<file path="src/axis_types_pkg.sv">
package axis_types_pkg;

    // Host stream data width
    localparam int DATA_BITS = 64;

    // One beat on a host stream
    typedef struct packed {
        logic [DATA_BITS-1:0] data;
        logic                 last;
    } axis_beat_t;

endpackage

</file>
<file path="src/lynx_types_pkg.sv">
package lynx_types_pkg;

    // Buffer word address, transfer length and transfer id widths
    localparam int ADDR_BITS = 8;
    localparam int LEN_BITS  = 8;
    localparam int ID_BITS   = 4;

    // Submission queue descriptor, len counts beats minus one
    typedef struct packed {
        logic [ID_BITS-1:0]   id;
        logic [ADDR_BITS-1:0] addr;
        logic [LEN_BITS-1:0]  len;
    } req_t;

    // Completion queue entry
    typedef struct packed {
        logic [ID_BITS-1:0] id;
    } cq_t;

    // Notify entry raised at the end of a transfer
    typedef struct packed {
        logic [ID_BITS-1:0]  id;
        logic [LEN_BITS-1:0] len;
    } notify_t;

    // Control bus write request
    typedef struct packed {
        logic [7:0]  addr;
        logic [31:0] data;
    } ctrl_wr_t;

    // Register byte offsets
    localparam logic [7:0] REG_CTRL   = 8'h00;
    localparam logic [7:0] REG_SRC    = 8'h04;
    localparam logic [7:0] REG_DST    = 8'h08;
    localparam logic [7:0] REG_LEN    = 8'h0C;
    localparam logic [7:0] REG_STATUS = 8'h10;

    // Buffer memory access from the host side
    typedef struct packed {
        logic                                 we;
        logic [ADDR_BITS-1:0]                 addr;
        logic [axis_types_pkg::DATA_BITS-1:0] data;
    } host_mem_req_t;

endpackage

</file>
<file path="src/user_ctrl_regs.sv">
`timescale 1ns/1ns

module user_ctrl_regs #(
    parameter int DONE_BITS = 8
) (
    input  logic                                 aclk,
    input  logic                                 reset,
    input  lynx_types_pkg::ctrl_wr_t             ctrl_wr,
    input  logic                                 ctrl_wr_valid,
    output logic                                 ctrl_wr_ready,
    output logic                                 ctrl_bvalid,
    input  logic                                 ctrl_bready,
    input  logic [7:0]                           ctrl_raddr,
    input  logic                                 ctrl_ar_valid,
    output logic                                 ctrl_ar_ready,
    output logic [31:0]                          ctrl_rdata,
    output logic                                 ctrl_r_valid,
    input  logic                                 ctrl_r_ready,
    output logic                                 start,
    output logic [lynx_types_pkg::ADDR_BITS-1:0] src_addr,
    output logic [lynx_types_pkg::ADDR_BITS-1:0] dst_addr,
    output logic [lynx_types_pkg::LEN_BITS-1:0]  xfer_len,
    output logic [lynx_types_pkg::ID_BITS-1:0]   xfer_id,
    input  logic                                 busy,
    input  logic [DONE_BITS-1:0]                 done_count
);
    import lynx_types_pkg::*;

    logic        bus_en;
    logic        wr_fire;
    logic        ar_fire;
    logic [31:0] rd_word;

    // A held response blocks the next request on its channel
    assign ctrl_wr_ready = bus_en && !ctrl_bvalid;
    assign ctrl_ar_ready = bus_en && !ctrl_r_valid;
    assign wr_fire       = ctrl_wr_valid && ctrl_wr_ready;
    assign ar_fire       = ctrl_ar_valid && ctrl_ar_ready;

    // Read mux
    always_comb begin
        rd_word = '0;
        case (ctrl_raddr)
            REG_CTRL:   rd_word[4 +: ID_BITS] = xfer_id;
            REG_SRC:    rd_word[ADDR_BITS-1:0] = src_addr;
            REG_DST:    rd_word[ADDR_BITS-1:0] = dst_addr;
            REG_LEN:    rd_word[LEN_BITS-1:0] = xfer_len;
            REG_STATUS: begin
                rd_word[0]              = busy;
                rd_word[8 +: DONE_BITS] = done_count;
            end
            default:    rd_word = '0;
        endcase
    end

    always_ff @(posedge aclk) begin
        if (reset) begin
            bus_en       <= 1'b0;
            ctrl_bvalid  <= 1'b0;
            ctrl_r_valid <= 1'b0;
            start        <= 1'b0;
            src_addr     <= '0;
            dst_addr     <= '0;
            xfer_len     <= '0;
            xfer_id      <= '0;
        end else begin
            bus_en <= 1'b1;
            start  <= 1'b0;
            if (wr_fire)
                ctrl_bvalid <= 1'b1;
            else if (ctrl_bready)
                ctrl_bvalid <= 1'b0;
            if (ar_fire)
                ctrl_r_valid <= 1'b1;
            else if (ctrl_r_ready)
                ctrl_r_valid <= 1'b0;
            if (wr_fire) begin
                case (ctrl_wr.addr)
                    // Start is dropped while a transfer runs
                    REG_CTRL: begin
                        if (!busy) begin
                            start   <= 1'b1;
                            xfer_id <= ctrl_wr.data[4 +: ID_BITS];
                        end
                    end
                    REG_SRC: src_addr <= ctrl_wr.data[ADDR_BITS-1:0];
                    REG_DST: dst_addr <= ctrl_wr.data[ADDR_BITS-1:0];
                    REG_LEN: xfer_len <= ctrl_wr.data[LEN_BITS-1:0];
                    default: ;
                endcase
            end
        end
    end

    always_ff @(posedge aclk) begin
        if (ar_fire)
            ctrl_rdata <= rd_word;
    end

endmodule

</file>
<file path="src/user_logic.sv">
`timescale 1ns/1ns

module user_logic #(
    parameter int DONE_BITS = 8
) (
    input  logic                        aclk,
    input  logic                        reset,
    input  lynx_types_pkg::ctrl_wr_t    ctrl_wr,
    input  logic                        ctrl_wr_valid,
    output logic                        ctrl_wr_ready,
    output logic                        ctrl_bvalid,
    input  logic                        ctrl_bready,
    input  logic [7:0]                  ctrl_raddr,
    input  logic                        ctrl_ar_valid,
    output logic                        ctrl_ar_ready,
    output logic [31:0]                 ctrl_rdata,
    output logic                        ctrl_r_valid,
    input  logic                        ctrl_r_ready,
    output lynx_types_pkg::req_t        sq_rd,
    output logic                        sq_rd_valid,
    input  logic                        sq_rd_ready,
    output lynx_types_pkg::req_t        sq_wr,
    output logic                        sq_wr_valid,
    input  logic                        sq_wr_ready,
    input  lynx_types_pkg::cq_t         cq_rd,
    input  logic                        cq_rd_valid,
    output logic                        cq_rd_ready,
    input  lynx_types_pkg::cq_t         cq_wr,
    input  logic                        cq_wr_valid,
    output logic                        cq_wr_ready,
    input  axis_types_pkg::axis_beat_t  host_resp,
    input  logic                        host_resp_valid,
    output logic                        host_resp_ready,
    output axis_types_pkg::axis_beat_t  host_send,
    output logic                        host_send_valid,
    input  logic                        host_send_ready,
    output lynx_types_pkg::notify_t     notify,
    output logic                        notify_valid,
    input  logic                        notify_ready
);
    import lynx_types_pkg::*;
    import axis_types_pkg::*;

    logic                 start;
    logic [ADDR_BITS-1:0] src_addr;
    logic [ADDR_BITS-1:0] dst_addr;
    logic [LEN_BITS-1:0]  xfer_len;
    logic [ID_BITS-1:0]   xfer_id;
    logic                 busy;
    logic [DONE_BITS-1:0] done_count;
    logic                 rd_done;
    logic                 wr_done;
    logic                 rd_hit;
    logic                 wr_hit;
    logic                 notify_fire;
    axis_beat_t           skid_q;
    logic                 skid_valid;

    user_ctrl_regs #(.DONE_BITS(DONE_BITS)) u_regs (.*);

    assign cq_rd_ready = 1'b1;
    assign cq_wr_ready = 1'b1;
    assign notify_fire = notify_valid && notify_ready;

    // Completions only count when they carry the running id
    assign rd_hit = rd_done || (busy && cq_rd_valid && cq_rd.id == notify.id);
    assign wr_hit = wr_done || (busy && cq_wr_valid && cq_wr.id == notify.id);

    always_ff @(posedge aclk) begin
        if (reset) begin
            sq_rd_valid  <= 1'b0;
            sq_wr_valid  <= 1'b0;
            busy         <= 1'b0;
            rd_done      <= 1'b0;
            wr_done      <= 1'b0;
            notify_valid <= 1'b0;
            done_count   <= '0;
        end else begin
            if (start) begin
                sq_rd_valid <= 1'b1;
                sq_wr_valid <= 1'b1;
                busy        <= 1'b1;
            end else begin
                if (sq_rd_ready)
                    sq_rd_valid <= 1'b0;
                if (sq_wr_ready)
                    sq_wr_valid <= 1'b0;
            end
            if (rd_hit && wr_hit && !notify_valid) begin
                notify_valid <= 1'b1;
                rd_done      <= 1'b0;
                wr_done      <= 1'b0;
            end else begin
                rd_done <= rd_hit;
                wr_done <= wr_hit;
            end
            if (notify_fire) begin
                notify_valid <= 1'b0;
                busy         <= 1'b0;
                done_count   <= done_count + 1'b1;
            end
        end
    end

    // Descriptors and notify payload, stable for the whole transfer
    always_ff @(posedge aclk) begin
        if (start) begin
            sq_rd  <= '{id: xfer_id, addr: src_addr, len: xfer_len};
            sq_wr  <= '{id: xfer_id, addr: dst_addr, len: xfer_len};
            notify <= '{id: xfer_id, len: xfer_len};
        end
    end

    // Two entry stream stage, skid entry catches the beat under back-pressure
    assign host_resp_ready = !skid_valid;

    always_ff @(posedge aclk) begin
        if (reset) begin
            host_send_valid <= 1'b0;
            skid_valid      <= 1'b0;
        end else if (!host_send_valid || host_send_ready) begin
            host_send_valid <= skid_valid || host_resp_valid;
            skid_valid      <= 1'b0;
        end else if (host_resp_valid && host_resp_ready) begin
            skid_valid <= 1'b1;
        end
    end

    always_ff @(posedge aclk) begin
        if (!host_send_valid || host_send_ready)
            host_send <= skid_valid ? skid_q : host_resp;
        else if (host_resp_valid && host_resp_ready)
            skid_q <= host_resp;
    end

endmodule

</file>
<file path="config.mk">
export PLATFORM = sky130hd
export DESIGN_NAME = user_logic
export DESIGN_NICKNAME = d
export VERILOG_FILES = /design/src/axis_types_pkg.sv /design/src/lynx_types_pkg.sv /design/src/user_ctrl_regs.sv /design/src/user_logic.sv
export SDC_FILE = /design/constraint.sdc
export NUM_CORES = 1
export LEC_CHECK = 0
export BUFFER_PORTS_ARGS = -buffer_cell sky130_fd_sc_hd__buf_2
export CAP_MARGIN = 20
export CORE_ASPECT_RATIO = 1.2
export CORE_UTILIZATION = 54
export DETAILED_ROUTE_END_ITERATION = 8
export GPL_ROUTABILITY_DRIVEN = 1
export PLACE_DENSITY = 0.81
export SYNTH_ARGS = -nofsm -noshare
export SYNTH_HDL_FRONTEND = slang
export SYNTH_SLANG_ARGS = --single-unit
export TNS_END_PERCENT = 5
</file>
<file path="constraint.sdc">
create_clock -name aclk -period 15.09 [get_ports aclk]
set_input_delay 1.509 -clock aclk [delete_from_list [all_inputs] [get_ports aclk]]
set_output_delay 1.509 -clock aclk [all_outputs]
set_load 0.005 [all_outputs]
</file>
* Word level (Yosys, flattened, before mapping)
Index checks and enable logic that the tools add are counted.
** Cells by class
- Eq/ne operators :: 9
- Multiplexer cells :: 14
- Bitwise gates (word level) :: 4
- Add/subtract/negate cells :: 1
- Reductions and logical operators :: 36
** Operator list (count)
- $mux 65 :: 1
- $eq 8x4->1 const B :: 4
- $eq 8x3->1 const B :: 2
- $logic_not 8->1 :: 2
- $pmux 4 s4 :: 1
- $logic_and 1x1->1 :: 12
- $mux 1 :: 10
- $pmux 3 s3 :: 1
- $add 8x1->8 const B :: 1
- $eq 4x4->1 :: 2
- $eq 8x5->1 const B :: 1
- $reduce_and 2->1 :: 4
- $reduce_bool 2->1 :: 4
- $reduce_or 2->1 :: 3
- $logic_not 1->1 :: 5
- $logic_or 1x1->1 :: 4
- $not 1->1 :: 4
- $pmux 1 s4 :: 1
- $reduce_and 3->1 :: 1
- $reduce_or 3->1 :: 1
** Word-level totals
- Flip-flop bits (word level) :: 222
- Output and inout bits :: 160
- Bits of input ports :: 134
- Logic and storage cells :: 91

* Logic depth before layout (Yosys ltp)
- Depth after elaboration :: 6
- Gate-level depth with buffers :: 6
- Depth with buffers taken out :: 4

* Hierarchy
A second synthesis with hierarchy kept.
** Second synthesis, totals
- Cell total of the unflattened synthesis :: 544
- Area total of the unflattened synthesis :: 8675.8 µm²
** Modules (own cells, without submodules)
- user_logic :: cells an instance 343, times used 1, sequential area each 5064.9 µm², area each 6506.2 µm²
- user_ctrl_regs :: cells an instance 201, times used 1, sequential area each 1121.1 µm², area each 2169.6 µm²

* Least setup slack after synthesis
OpenSTA, ideal clock, no wires.
- Path type :: input port to flip-flop
- Start point :: in host_send_ready
- End point :: reg skid_q[0] (netlist bit), enable pin
- Data arrival time :: 7.993 ns
- Path slack :: 6.516 ns
- Required time :: 14.509 ns
- Setup time :: 0.581 ns
- Stages on the path :: 2
- Cells stage by stage :: nand2b_1 -> nor3b_1
** Between the ends
- Longest elaborated chain between the ends :: 3
** Ends and longest elaborated chain
- from (decl) :: line user_logic.sv:36 : input logic host_send_ready,
- $logic_or 1x1->1 :: line user_logic.sv:130 : if (!host_send_valid || host_send_ready)
- $not 1->1 (no source line)
- $reduce_and 2->1 (no source line)
- to (signal assigned) :: line user_logic.sv:133 : skid_q <= host_resp;
- to (decl) :: line user_logic.sv:56 : axis_beat_t skid_q;
No other way between the ends.
A chain may end at the register's enable or synchronous reset.

* Final worst setup path
- Start point :: in host_send_ready
- End point :: reg skid_q[22] (netlist bit), enable pin
The elaborated chain is that of the path after synthesis.

==> impl_metrics.csv <==
group,metric,value,unit
synthesis,synth_seq_cells,222,
sta,fin_skew,0.00769,ns
synthesis,netlist.area_leader.share,0.606,
synthesis,synth.avg_cell_area,15.1,um^2
grt,grtUsageTotal,0.224,
route,viasPerCell,5.39,
critical_path,end_kind,"flop",
placed_design,place_hpwl,12900,um
sta,finalSetupViolCount,0,
sta,slew_violations,0,
pwr,cellLeakagePower,3.96,nW
floorplan,ioPinCount,294,
route,drc,0,
placed_design,io_buffers,251,
grt,grt_pass1_vias,5556,
synthesis,seq_area_frac_synth,0.718,
finish,num_antenna_cells,0,
grt,grt_max_degree,69,
floorplan,fp.coreArea,15600,um^2
synthesis,synth_top_area_cell,"edfxtp_1",
synthesis,synthTopCellsByArea,"edfxtp_1 (61%), dfxtp_1 (11%), mux2_2 (8.5%)",
critical_path,worstPathArrival,3.16,ns
sta,layout_min_cycle_time,3.04,ns
critical_path,required,15.21,ns
critical_path,criticalPathCategory,"input pin to flop",
placed_design,placed_area,9820,um^2
grt,globalRouteOverflowTotal,0,
clock_tree,tritoncts,"built",
critical_path,critPathLaunchType,"input pin",
synthesis,synth_edf_count,174,
hold_path,hold_path.class,"flop to flop",
floorplan,rows,50,
route,wire_per_inst,18.5,um
clock_tree,numCtsBuffers,22,
sta,tns,0,ns
sta,period_share,0.202,
route,dr.pass1.iters,6,
synthesis,syn_area,8620,um^2
status,outcome,"completed",
clock_tree,cts-root-buf,"clkbuf_16",
placed_design,gp_congestion,0.823,
finish,final_area,10600,um^2
floorplan,die-area,16500,um^2
clock_tree,clk_pin_slew,0.06,ns
pwr,power,1.30,mW
route,vias,5515,
synthesis,synth_cell_types,51,
grt,grt_pass1_wl,28800,um
sta,worstMarginPinSlew,0.966,ns
sta,max_freq,329,MHz
clock_tree,ctsHtreeMaxLevel,1,
route,routed_wl,19000,um
grt,antenna_found_initial,1,
route,drt-initial-drc-count,365,
finish,nets,934,
route,ant_nets,0,
pwr,power_density,123,nW/um^2
clock_tree,clock_path_buffers,3,
clock_tree,clkLatencyLatePin,0.49,ns
clock_tree,post-cts-setup-buffers,0,
finish,drive_gt1_frac,0.448,
clock_tree,cts_resized,0,
synthesis,netlist_instances,571,
floorplan,die_width,117,um
clock_tree,postCtsHoldBufs,0,
floorplan,die_height,140,um
critical_path,critPathMaxFanout,68,
sta,relSlewSlack,0.356,
synthesis,synthFlopType,"edfxtp_1",
pwr,vdd_drop_max,0.110,mV
sta,rsz0062_at_grt,"no",
synthesis,synth_async_sr_flop_share,0,
clock_tree,clock-sinks,222,
sta,hold_viol_final,0,
floorplan,initial_utilization,0.553,
job,drv_cap,0,
finish,syn2layout_area_growth,22.5,%
synthesis,ys_warn_count,0,
-- through the flow --
stage                     setup slack [ns]  hold WS (ns)  cells  utilization
after CTS                            11.97         0.455   1023        0.678
final                                12.05         0.456   1023        0.678
after global placement               11.49         0.432    983        0.630
after global routing                 11.91         0.472   1023        0.678
after floorplan                       6.52         0.423    587            -
after detailed placement             11.44         0.441    983        0.630
-- final cells by class --
type | count | area (um^2)
tap | 208 | 260
inverter | 19 | 71.3
multi-input combinational | 279 | 2010
clock buffer | 32 | 671
fill | 1082 | 5020
sequential | 222 | 6190
timing repair buffer | 255 | 1290
clock inverter | 8 | 71.3
-- worst max-delay path: stages --
cell and delay [ns]:
buf_2 0.10, nand2b_4 0.54, nor3b_2 0.38, buf_4 0.56
-- sequential cells by signal, indices dropped and copies added, names as in the netlist, 4 cells and up --
name	flops
done_count	8
skid_q	65
u_regs.xfer_len	8
host_send	65
notify	12
sq_wr	8
u_regs.dst_addr	8
u_regs.ctrl_rdata	16
sq_rd	8
u_regs.src_addr	8
u_regs.xfer_id	4
-- power breakdown --
| group | leakage, nW | total [mW] | internal (mW) | switching [mW] |
|---|---|---|---|---|
| combinational | 1.59 | 0.0684 | 0.0317 | 0.0367 |
| clock | 0.369 | 0.548 | 0.327 | 0.222 |
| sequential | 2.00 | 0.686 | 0.680 | 0.00595 |
| total | 3.96 | 1.30 | 1.04 | 0.264 |
-- kinds of logic after synthesis --
kind of cell	synth area share
multiplexers	0.0942
AND/OR/NAND/NOR	0.0630
buffers and inverters	0.0575
flip-flops	0.718
adder cells (fa/ha/maj)	0.00145
other	0.000871
AO/OA/AOI/OAI	0.0541
XOR/XNOR	0.0112
-- Yosys cell counts, types with 2 or more instances --
master / count
mux2i_1: 8
inv_1: 19
edfxtp_1: 174
buf_2: 6
clkbuf_1: 15
nor2_1: 16
nand3_1: 29
xor2_1: 6
or3_1: 2
mux2_2: 65
and2_1: 10
conb_1: 2
nand4_1: 4
xnor2_1: 5
nor3_1: 6
o22ai_1: 3
o21ai_0: 29
dfxtp_1: 48
buf_4: 42
a21oi_1: 34
nand2_1: 9
nor2b_1: 4
o221ai_1: 5
buf_1: 3
-- placed cells by master, fill, tap and decap left out, drive strengths merged, types with 9 or more instances in the layout --
cell type	netlist	final
nor2	17	17
o21ai	29	29
nand2	9	9
conb	2	18
clkbuf	15	32
dfxtp	48	48
and2	10	10
mux2	65	65
buf	52	255
nand3	30	30
a21oi	34	34
inv	19	19
edfxtp	174	174
-- final timing paths --
path,from,endpoint,slack (ns),cells past startpoint
worst max-delay path,host_send_ready,skid_q[22],12.05,4
worst min-delay path,u_regs.xfer_len[5],notify[5],0.46,0
worst max register to register,host_send_valid,skid_q[22],12.85,3
worst min register to register,u_regs.xfer_len[5],notify[5],0.46,0
-- per-layer routing --
| layer | vias to the layer above | GRT usage | wire length, um |
|---|---|---|---|
| met5 | - | 0 | 16 |
| li1 | 2514 | - | - |
| met3 | 43 | 0.0542 | 1640 |
| met2 | 298 | 0.413 | 9910 |
| met1 | 2658 | 0.246 | 6890 |
| met4 | 2 | 0.0868 | 510 |
Power figures use the tool's default switching activity.
