===== src/axis_types_pkg.sv =====
package axis_types_pkg;

    // Host stream data width
    localparam int DATA_BITS = 64;

    // One beat on a host stream
    typedef struct packed {
        logic [DATA_BITS-1:0] data;
        logic                 last;
    } axis_beat_t;

endpackage


===== src/lynx_types_pkg.sv =====
package lynx_types_pkg;

    // Buffer word address, transfer length and transfer id widths
    localparam int ADDR_BITS = 8;
    localparam int LEN_BITS  = 8;
    localparam int ID_BITS   = 4;

    // Submission queue descriptor, len counts beats minus one
    typedef struct packed {
        logic [ID_BITS-1:0]   id;
        logic [ADDR_BITS-1:0] addr;
        logic [LEN_BITS-1:0]  len;
    } req_t;

    // Completion queue entry
    typedef struct packed {
        logic [ID_BITS-1:0] id;
    } cq_t;

    // Notify entry raised at the end of a transfer
    typedef struct packed {
        logic [ID_BITS-1:0]  id;
        logic [LEN_BITS-1:0] len;
    } notify_t;

    // Control bus write request
    typedef struct packed {
        logic [7:0]  addr;
        logic [31:0] data;
    } ctrl_wr_t;

    // Register byte offsets
    localparam logic [7:0] REG_CTRL   = 8'h00;
    localparam logic [7:0] REG_SRC    = 8'h04;
    localparam logic [7:0] REG_DST    = 8'h08;
    localparam logic [7:0] REG_LEN    = 8'h0C;
    localparam logic [7:0] REG_STATUS = 8'h10;

    // Buffer memory access from the host side
    typedef struct packed {
        logic                                 we;
        logic [ADDR_BITS-1:0]                 addr;
        logic [axis_types_pkg::DATA_BITS-1:0] data;
    } host_mem_req_t;

endpackage


===== src/rd_dma_engine.sv =====
`timescale 1ns/1ns

module rd_dma_engine (
    input  logic                                           aclk,
    input  logic                                           reset,
    input  lynx_types_pkg::req_t                           sq_rd,
    input  logic                                           sq_rd_valid,
    output logic                                           sq_rd_ready,
    output logic [lynx_types_pkg::ADDR_BITS-1:0]           mem_raddr,
    output logic                                           mem_ren,
    input  logic [axis_types_pkg::DATA_BITS-1:0]           mem_rdata,
    output axis_types_pkg::axis_beat_t                     host_resp,
    output logic                                           host_resp_valid,
    input  logic                                           host_resp_ready,
    output lynx_types_pkg::cq_t                            cq_rd,
    output logic                                           cq_rd_valid,
    input  logic                                           cq_rd_ready
);
    import lynx_types_pkg::*;

    logic                active;
    logic                issuing;
    logic [LEN_BITS-1:0] remain;
    logic [ID_BITS-1:0]  id_q;
    logic                last_q;
    logic                sq_fire;
    logic                last_fire;

    assign sq_rd_ready = !active && !cq_rd_valid;
    assign sq_fire     = sq_rd_valid && sq_rd_ready;
    assign last_fire   = host_resp_valid && host_resp_ready && last_q;

    // Memory output register doubles as the beat register
    assign mem_ren        = issuing && (!host_resp_valid || host_resp_ready);
    assign host_resp.data = mem_rdata;
    assign host_resp.last = last_q;
    assign cq_rd.id       = id_q;

    always_ff @(posedge aclk) begin
        if (reset) begin
            active          <= 1'b0;
            issuing         <= 1'b0;
            host_resp_valid <= 1'b0;
            cq_rd_valid     <= 1'b0;
        end else begin
            if (sq_fire) begin
                active  <= 1'b1;
                issuing <= 1'b1;
            end
            if (mem_ren) begin
                host_resp_valid <= 1'b1;
                if (remain == '0)
                    issuing <= 1'b0;
            end else if (host_resp_ready) begin
                host_resp_valid <= 1'b0;
            end
            if (last_fire) begin
                active      <= 1'b0;
                cq_rd_valid <= 1'b1;
            end else if (cq_rd_ready) begin
                cq_rd_valid <= 1'b0;
            end
        end
    end

    // Address walk, wraps in the buffer address space
    always_ff @(posedge aclk) begin
        if (sq_fire) begin
            mem_raddr <= sq_rd.addr;
            remain    <= sq_rd.len;
            id_q      <= sq_rd.id;
        end else if (mem_ren) begin
            mem_raddr <= mem_raddr + 1'b1;
            remain    <= remain - 1'b1;
        end
        if (mem_ren)
            last_q <= (remain == '0);
    end

endmodule


===== config.mk =====
export PLATFORM = sky130hd
export DESIGN_NAME = rd_dma_engine
export DESIGN_NICKNAME = d
export VERILOG_FILES = /design/src/axis_types_pkg.sv /design/src/lynx_types_pkg.sv /design/src/rd_dma_engine.sv
export SDC_FILE = /design/constraint.sdc
export NUM_CORES = 1
export LEC_CHECK = 0
export BUFFER_PORTS_ARGS = -buffer_cell sky130_fd_sc_hd__buf_4
export CAP_MARGIN = 10
export CORE_UTILIZATION = 32
export DETAILED_ROUTE_END_ITERATION = 6
export HOLD_SLACK_MARGIN = 0.15
export PLACE_DENSITY = 0.76
export SLEW_MARGIN = 0
export SYNTH_ARGS = -nofsm -noshare
export SYNTH_HDL_FRONTEND = slang
export SYNTH_SLANG_ARGS = --single-unit

===== constraint.sdc =====
create_clock -name aclk -period 1.62 [get_ports aclk]
set_input_delay 0.162 -clock aclk [delete_from_list [all_inputs] [get_ports aclk]]
set_output_delay 0.162 -clock aclk [all_outputs]
set_load 0.005 [all_outputs]

; ---- After elaboration in Yosys (flattened, before gate mapping)
; Cells that the tools add are included.
[totals]
latchBits = 0
rom_bits = 0
inputBits = 89
reg_bits = 25
mem_count = 0
ramBits = 0
[op_classes]
add_sub_neg = 2
eq_ne = 0
div_mod_pow = 0
bitwise = 0
magnitude_cmp = 0
n_reduce_logical = 14
n_shift = 0
multipliers = 0
mux = 11
[ops]
columns = operator, n
row1 = $mux W8, 4
row2 = $add A8 B1 Y8 const B, 1
row3 = $logic_not A8 Y1, 1
row4 = $sub A8 B1 Y8 const B, 1
row5 = $mux W1, 7
row6 = $reduce_bool A2 Y1, 3
row7 = $logic_and A1 B1 Y1, 5
row8 = $logic_not A1 Y1, 3
row9 = $reduce_or A2 Y1, 1
row10 = $logic_or A1 B1 Y1, 1

; ---- Longest topological paths before layout
; Gate-level depths: netlist of run 1.
[logic_depth]
word_depth = 6
depth_mapped = 5
mapped_depth_nobuf = 5

; ---- Worst setup path before layout of run 1
; No wires, ideal clock.
[synth_timing]
path_type = register -> register
from = register remain[2]
to = register remain[5] (data pin)
setup_ns = 0.152
arrival_ns = 1.426
setup_slack_ns = 0.042
t_required_ns = 1.468
stages_incl_launch_ff = 5
path_buffers = 1
cell_sequence = edfxtp_1 or3_1 clkbuf_2 or4_1 a31oi_1
[synth_between]
elab_chain_len = 3
[synth_rtl]
columns = element, line
row1 = "start, declared", rd_dma_engine.sv:23  ; logic [LEN_BITS-1:0] remain;
row2 = "start signal, assigned", rd_dma_engine.sv:70  ; remain <= sq_rd.len;
row3 = "start signal, assigned", rd_dma_engine.sv:74  ; remain <= remain - 1'b1;
row4 = $sub A8 B1 Y8, rd_dma_engine.sv:74
row5 = $mux W8, rd_dma_engine.sv:72  ; end else if (mem_ren) begin
row6 = $mux W8, rd_dma_engine.sv:68  ; if (sq_fire) begin
; Every way passes these cells. The select of a mux whose other input is x is not followed.
; A chain may end at the register's enable or synchronous reset.

; ---- Worst setup path in the final report of run 1
[layout_timing]
from = register remain[0]
to = register remain[7] (data pin)
; The elaborated chain is that of the path after synthesis.

==> metrics, run 1 <==
outcome finished, final reports clean; final clock skew 0.00140 ns; ANT nets after route 0; sequential fraction of the synthesis area roughly 42%; GRT Util Overall around 11%; Initial Util approximately a third; Synthesis Warnings 0; synth top area cells edfxtp_1, buf_4, dfxtp_1, o21ai_0, nand2_1; Min-Delay Path Class primary input to flip-flop; Die Span Y approximately 74 um; largest area contributor in the netlist edfxtp_1; Synth Net Count 267; fin. max-slew vios 0; most frequent cells in the layout buf_4, edfxtp_1, nand2_1; final hold violations 0; total gr overflow 0; P&R area growth vs syn 7.67%; 1st-pass router iterations 4; Worst-Skew Late Latency between 0.2 and 0.3 ns; final period utilization a little over nine tenths; Power Dens Cells roughly 960 nW/um^2; Die Area between 5000 and 6000 sq um; core region area just over 5000 sq um; CP startpoint kind flip-flop; clk sinks 25; IO Port Bufs 41; Worst IR Drop VDD 356 uV; setup_tns 0 ns; Crit Path Class flip-flop to flip-flop; worst-margin pin slew about 0.37 ns; register bit count reported by yosys 25; # IOs 170; Fmax between 0.6 and 0.7 GHz; arrival time worst endpoint around 1.7 ns; # nets final about 260; initial antenna violation count 0; dpl cell area ~1700 sq um; # H-tree levels 1; Mapped Area between 1500 and 2000 sq um; vias in the first global route roughly 1100; TritonCTS Buffers 3; worst slack at placement -0.00380 ns; CP required approximately 1.7 ns; CTS tree done; post-route setup slack between 0.03 and 0.04 ns; Mapped Cells 176; unrepaired setup endpoints after global routing true; CP endpoint kind flip-flop; Relative slew margins roughly 75%; Synth top area share between 30% and 40%; final instance area ~1800 sq um; routed wire length between 3000 and 4000 um; fraction of layout cells with a size suffix above 1 between 30% and 40%; detailed-route via count 1110; GP Congestion between 0.7 and 0.8; wire per inst ~13 um; Avg Cell Area, Syn ~9.5 sq um; Final min period around 1.6 ns; via/cell ratio about 4.6; setup slack, reg-to-reg around 0.036 ns; standard-cell row count 26; Netlist cell types 30; Leak ~0.71 nW; Core Util, Final between 30% and 40%; Post-DP HPWL roughly 2300 um; commonest non-fill, non-tap cell in the layout buf_4; Fillers between 500 and 600; Max-Cap Viols 0; clock transition at the registers of the reported paths 0.09 ns; 1st-iter DRT viols 15; Root Driver clkbuf_8; ANT cells 0; largest net degree at the start of global routing 20; final setup fails 0; die width 74.5 um; crit-path max FO 4; CTS max path bufs 2; first-pass GRT wire length around 4600 um; residual DRC count 0
==> cell usage after synthesis <==
| master | instances |
|---|---|
| a311oi_1 | 1 |
| or2_2 | 1 |
| dfxtp_1 | 4 |
| o21ai_0 | 10 |
| or3_1 | 5 |
| nand2b_1 | 3 |
| or3b_2 | 1 |
| nand2_1 | 11 |
| ha_1 | 2 |
| and2_1 | 1 |
| nor3_1 | 1 |
| o211ai_1 | 1 |
| or4_1 | 3 |
| buf_4 | 65 |
| clkbuf_1 | 1 |
| clkbuf_2 | 1 |
| nor3b_1 | 1 |
| a221oi_1 | 1 |
| nor4_1 | 1 |
| buf_2 | 2 |
| nor2_1 | 10 |
| nand4_1 | 1 |
| a31oi_1 | 5 |
| o31ai_1 | 1 |
| a21oi_1 | 5 |
| nand3_1 | 6 |
| xor2_1 | 2 |
| xnor2_1 | 4 |
| edfxtp_1 | 21 |
| inv_1 | 5 |
==> timing repair <==
item,in CTS,in global routing
pin swaps,0,1
cloned,0,0
resized for setup,1,3
setup endpoints to repair,1,4
hold buffers,7,0
buffers inserted,0,2
endpoints found under the hold margin,9,0
==> registers in the layout, indices dropped and copies added, names as in the netlist <==
signal,cells
mem_raddr,8
remain,8
cq_rd,4
active,1
cq_rd_valid,1
host_resp_valid,1
issuing,1
last_q,1
==> stage by stage <==
| stage | total power [mW] | hold slack [ns] | cells |
|---|---|---|---|
| after floorplan | 1.23 | 0.231 | 176 |
| after global placement | 1.32 | 0.324 | 227 |
| after detailed placement | 1.34 | 0.324 | 227 |
| after CTS | 1.73 | 0.153 | 238 |
| after global routing | 1.83 | 0.162 | 240 |
| final | 1.73 | 0.157 | 240 |
==> power by group <==
| part | total, mW | internal [mW] | switching, mW |
|---|---|---|---|
| clock | 0.376 | 0.174 | 0.201 |
| sequential | 0.889 | 0.819 | 0.0696 |
| combinational | 0.466 | 0.265 | 0.201 |
==> logic make-up after synthesis <==
family / count (synthesis) / synth area share, %
xor+xnor: 6 / 3.13
simple gates: 45 / 13.6
buf+inv: 74 / 31.3
flops: 25 / 42.3
fa+ha+maj: 2 / 1.49
compound gates: 24 / 8.27
==> per-layer routing <==
metal	wire length, um	global-route usage [%]	part of all wire, %	vias to the layer above
met5	0	0	0	-
met4	128	8.60	4.2	0
met3	284	4.07	9.2	21
met2	1480	18.5	48	46
met1	1180	11.1	38	516
li1	-	-	-	527
==> critical path, stage by stage (launching register included) <==
cell      delay [ns]
edfxtp_1        0.44
or4_4           0.53
or3_1           0.32
a31oi_1         0.16
==> final cells by class <==
| class | instances | area, sq um | area share (%) |
|---|---|---|---|
| Tap cell | 70 | 87.6 | 4.84 |
| Clock inverter | 1 | 7.51 | 0.415 |
| Sequential cell | 25 | 711 | 39.3 |
| Clock buffer | 3 | 41.3 | 2.28 |
| Timing Repair Buffer | 59 | 485 | 26.8 |
| Inverter | 5 | 18.8 | 1.04 |
| Multi-Input combinational cell | 77 | 458 | 25.3 |
==> worst paths after layout <==
path | from | cells after the start | to
max | remain[0] | 3 | remain[7]
min | cq_rd_ready | 3 | cq_rd_valid
min reg2reg | issuing | 2 | host_resp_valid
max reg2reg | remain[0] | 3 | remain[7]
No activity file was read; power rests on OpenSTA's default activity.
==> run 2: changes to the inputs <==
Settings changed: PLACE_DENSITY 0.76 to 0.81.
==> run 2 against run 1 <==
Compared with the run above: register-to-register slack worse by 0.03 ns; hold slack better by 0.0059 ns; die area stayed put; via count stayed put; combinational power is 3% higher; clock skew is 0.0053 ns higher; sequential cell count stayed put; total power is 1.6% higher.
==> metrics, run 2 (same netlist as run 1, synthesis figures left out) <==
outcome finished, final reports clean; CP Buf/Inv Count 0 (unchanged); Power Dens Cells 958 nW/um^2 (+0.13%); delay-heaviest family, CP simple AND/OR/NAND/NOR gates; Min-Delay Path Class primary input to flip-flop; fin. max-slew vios 0 (unchanged); fraction of layout cells with a size suffix above 1 39.1% (+2.6 points); worst-margin pin slew 0.275 ns (-0.0973 ns); ANT cells 0 (unchanged); IO Port Bufs 41 (unchanged); met1 usage 10.8% (-0.26 points); # IOs 170 (unchanged); clock transition at the registers of the reported paths 0.09 ns (about the same); combinational power share 27.3% (+0.4 points); Final min period 1.62 ns (+0.0326 ns); CP startpoint kind flip-flop; Crit Path Class flip-flop to flip-flop; slowest stage delay, CP 0.53 ns (about the same); Post-DP HPWL 2300 um (+0.30%); Die Area 5550 sq um (unchanged); Core Util, Final 36.2% (+0.52 points); commonest non-fill, non-tap cell in the layout buf_4; GP Congestion 0.762 (+0.43%); final non-filler cell total 244 (+1.7%); setup slack, reg-to-reg 0.003 ns (-0.03 ns); final hold violations 0 (unchanged); via/cell ratio 4.55 (-1.6%); total gr overflow 0 (unchanged); wire per inst 13.0 um (+1.5%); dpl cell area 1660 sq um (-0.30%); core region area 5070 sq um (unchanged); M3 GR Usage 4.34% (+0.27 points); P&R area growth vs syn 9.23%; Max-Cap Viols 0 (unchanged); Worst IR Drop VDD 338 uV (-4.9%); M2 GR Usage 19.9% (+1.4 points); Relative slew margins 81.5% (+6.6 points); Net Sw Frac 27.9% (+0.61 points); largest net degree at the start of global routing 20 (unchanged); Die Span Y 74.5 um (unchanged); Worst-Skew Late Latency 0.27 ns (about the same); first-pass GRT wire length 4630 um (+0.89%); setup_tns 0 ns (unchanged); unrepaired setup endpoints after global routing true; dpl cells 228 (+0.44%); CP max stage cell or4_4; residual DRC count 0 (unchanged); clk sinks 25 (unchanged); # H-tree levels 1 (unchanged); Initial Util 33.1% (unchanged); CTS max path bufs 2 (unchanged); CTS tree done; arrival time worst endpoint 1.73 ns (+0.02 ns); die width 74.5 um (unchanged); GRT Util Overall 11.2% (+0.11 points); final instance area 1840 sq um (+1.5%); cell-by-cell trace of the critical path or4_4 > or3_1 > a31oi_1; # nets final 266 (+1.5%); standard-cell row count 26 (unchanged); Reg power frac 51.0% (-0.4 points); detailed-route via count 1110 (unchanged); most frequent cells in the layout buf_4, edfxtp_1, nand2_1; Fmax 0.618 GHz (-2.0%); ANT nets after route 0 (unchanged); TritonCTS Buffers 3 (unchanged); crit-path max FO 4 (unchanged); final setup fails 0 (unchanged); 1st-iter DRT viols 43 (+28); clock power share 21.6% (about the same); gr busiest metal met2; Leak 0.724 nW (+2.4%); final period utilization 99.8% (+2.0 points); CP required 1.73 ns (about the same); CP endpoint kind flip-flop; final clock skew 0.00669 ns (+0.00529 ns); Root Driver clkbuf_8; Internal Power 1.27 mW (+0.73%); vias in the first global route 1038 (-4.4%); routed wire length 3180 um (+3.2%); Sw Pwr 0.490 mW (+3.9%); initial antenna violation count 0 (unchanged); WHS 0.163 ns (+0.00592 ns); 1st-pass router iterations 4 (unchanged)
-- run 2: cell count changes in the layout (fill, tap and decap cells not counted) --
cell / before / now
buf_12: 2 / 1
nor4_2: 0 / 1
nor4_1: 1 / 0
ha_2: 0 / 1
buf_4: 50 / 55
ha_1: 2 / 1
-- run 2: power by group through the flow --
stage / sequential, mW / combinational, mW / clock, mW
after global placement: 0.901 / 0.406 / 0
after global routing: 0.911 / 0.538 / 0.415
after floorplan: 0.904 / 0.324 / 0
after CTS: 0.894 / 0.454 / 0.398
after detailed placement: 0.908 / 0.426 / 0
final: 0.897 / 0.480 / 0.380
-- run 2: final cells by class --
| type | instances | area [sq um] |
|---|---|---|
| clock buffers | 3 | 41.3 |
| clock inverters | 1 | 7.51 |
| fillers | 523 | 3240 |
| inverters | 5 | 18.8 |
| multi-input cells | 77 | 467 |
| flip-flops and latches | 25 | 711 |
| well taps | 70 | 87.6 |
| repair buffers | 63 | 503 |
-- run 2: worst register-to-register path: cells and delay by family (launching register included) --
family | cells | cell delay [ns]
compound gates | 1 | 0.18
simple gates | 2 | 0.84
flops | 1 | 0.44
-- run 2: path summary, 6_finish.rpt --
kind / startpoint / endpoint / depth (start not counted)
setup / recovery: remain[0] / remain[7] / 3
hold / removal: sq_rd[10] / mem_raddr[2] / 3
setup reg to reg: remain[0] / remain[7] / 3
hold reg to reg: issuing / host_resp_valid / 2
-- run 2: metal layers --
metal / wire length [um] / up-vias
li1: - / 536
met1: 1130 / 526
met2: 1690 / 32
met3: 279 / 16
met4: 83 / 0
met5: 0 / -
-- run 2: what timing repair did --
| item | 4_1_cts | 5_1_grt |
|---|---|---|
| cloned | 0 | 0 |
| setup endpoints to repair | 3 | 6 |
| gates resized for setup | 1 | 5 |
| setup buffers | 2 | 3 |
| hold endpoints to repair | 8 | 0 |
| pin swaps | 0 | 1 |
| hold buffers | 7 | 0 |
-- run 2: through the flow --
stage,power [mW],setup WS (ns)
after floorplan,1.23,0.0423
after global placement,1.31,0.0600
after detailed placement,1.33,-0.0661
after CTS,1.75,0.00659
after global routing,1.86,-0.0583
final,1.76,0.00308
==> run 3: changes to the inputs <==
Settings changed: RECOVER_POWER from default to 100.
==> run 3 against run 2 <==
Compared with the run above: cell count is the same; critical path depth is the same; clock skew shrank 0.0011 ns; non-clock buffer count is the same; wire length grew 0.16%; fmax shrank 0.18%; hold slack is essentially flat; largest cell class unchanged; global-route usage is the same.
==> metrics, run 3 (same netlist as run 1, synthesis figures left out) <==
CP endpoint kind flip-flop; unrepaired setup endpoints after global routing true; # nets final 266 (unchanged); worst slack at placement -0.0661 ns (unchanged); Relative slew margins 81.5% (about the same); Hold Path Depth 3 (unchanged); M3 GR Usage 4.34% (unchanged); fin. max-slew vios 0 (unchanged); Fillers 526 (+0.57%); Worst IR Drop VDD 337 uV (-0.48%); M2 GR Usage 19.9% (unchanged); Max-Cap Viols 0 (unchanged); Post-DP HPWL 2300 um (unchanged); # H-tree levels 1 (unchanged); WHS 0.162 ns (-0.000261 ns); IO Port Bufs 41 (unchanged); Power Dens Cells 959 nW/um^2 (+0.13%); CP startpoint kind flip-flop; crit-path max FO 4 (unchanged); 1st-pass router iterations 4 (unchanged); met1 usage 10.8% (unchanged); Root Driver clkbuf_8; via/cell ratio 4.55 (about the same); arrival time worst endpoint 1.73 ns (about the same); final setup fails 0 (unchanged); GP Congestion 0.762 (unchanged); outcome finished, final reports clean; die width 74.5 um (unchanged); core region area 5070 sq um (unchanged); gr busiest metal met2; Pwr Total 1.74 mW (-1.0%); Final min period 1.62 ns (+0.00298 ns); # IOs 170 (unchanged); 1st-iter DRT viols 42 (-2.3%); first-pass GRT wire length 4630 um (unchanged); vias in the first global route 1038 (unchanged); detailed-route via count 1109 (-0.090%); Min-Delay Path Class primary input to flip-flop; Fmax 0.617 GHz (-0.18%); wire per inst 13.0 um (+0.16%); CTS tree done; final hold violations 0 (unchanged); Die Span Y 74.5 um (unchanged); Leak 0.706 nW (-2.5%); total gr overflow 0 (unchanged); residual DRC count 0 (unchanged); standard-cell row count 26 (unchanged); clock transition at the registers of the reported paths 0.09 ns (about the same); clk sinks 25 (unchanged); CTS max path bufs 2 (unchanged); initial antenna violation count 0 (unchanged); ANT cells 0 (unchanged); final instance area 1810 sq um (-1.2%); CP required 1.73 ns (about the same); Initial Util 33.1% (unchanged); post-route setup slack 0.0000977 ns (-0.00298 ns); Worst-Skew Late Latency 0.27 ns (about the same); largest net degree at the start of global routing 20 (unchanged); Die Area 5550 sq um (unchanged); setup_tns 0 ns (unchanged); TritonCTS Buffers 3 (unchanged); final clock skew 0.00563 ns (-0.00106 ns); GRT Util Overall 11.2% (unchanged); Core Util, Final 35.7% (-0.42 points); final non-filler cell total 244 (unchanged); routed wire length 3180 um (+0.16%); dpl cells 228 (unchanged); fraction of layout cells with a size suffix above 1 36.8% (-2.3 points); P&R area growth vs syn 7.97%; Crit Path Class flip-flop to flip-flop; most frequent cells in the layout buf_4, edfxtp_1, clkbuf_4; commonest non-fill, non-tap cell in the layout buf_4; worst-margin pin slew 0.275 ns (-0.000367 ns); final period utilization 100% (+0.18 points); R2R cell count 3 (unchanged); ANT nets after route 0 (unchanged); dpl cell area 1660 sq um (unchanged)
## run 3: cell count changes in the layout (fill, tap and decap cells not counted)
cell	before	now
buf_4	55	30
clkbuf_4	0	20
clkbuf_1	0	3
clkbuf_2	0	2
and2_0	0	1
and2_1	1	0
buf_12	1	0
buf_8	0	1
inv_1	4	5
inv_2	1	0
## run 3: power breakdown
| part | switching (mW) | internal, mW | total, mW |
|---|---|---|---|
| sequential | 0.0773 | 0.820 | 0.897 |
| combinational | 0.205 | 0.256 | 0.461 |
| clock | 0.208 | 0.174 | 0.382 |
## run 3: critical path, stage by stage (launching register included)
cell and delay, ns:
edfxtp_1 0.44, or4_4 0.53, or3_1 0.31, a31oi_1 0.19
## run 3: layout make-up
class	instances	area, sq um	share of cell area (%)
sequential	25	711	39.2
timing repair buffer	63	482	26.6
multi-input combinational	77	467	25.7
tap	70	87.6	4.83
clock buffer	3	41.3	2.28
inverter	5	18.8	1.03
clock inverter	1	7.51	0.414
## run 3: layer usage
layer | routed length [um] | vias up
met1 | 1170 | 525
met3 | 266 | 16
li1 | - | 536
met2 | 1670 | 32
met4 | 82 | 0
met5 | 0 | -
## run 3: final timing paths
kind / start / endpoint / slack (ns)
setup / recovery: remain[0] / remain[7] / 0.0001
hold / removal: sq_rd[10] / mem_raddr[2] / 0.16
hold reg to reg: issuing / host_resp_valid / 0.48
setup reg to reg: remain[0] / remain[7] / 0.0001
## run 3: what timing repair did
action,CTS,global route
hold buffers,7,0
pin swaps,0,1
setup buffers,2,3
setup endpoints to repair,3,6
gates resized for setup,1,5
hold endpoints to repair,8,0
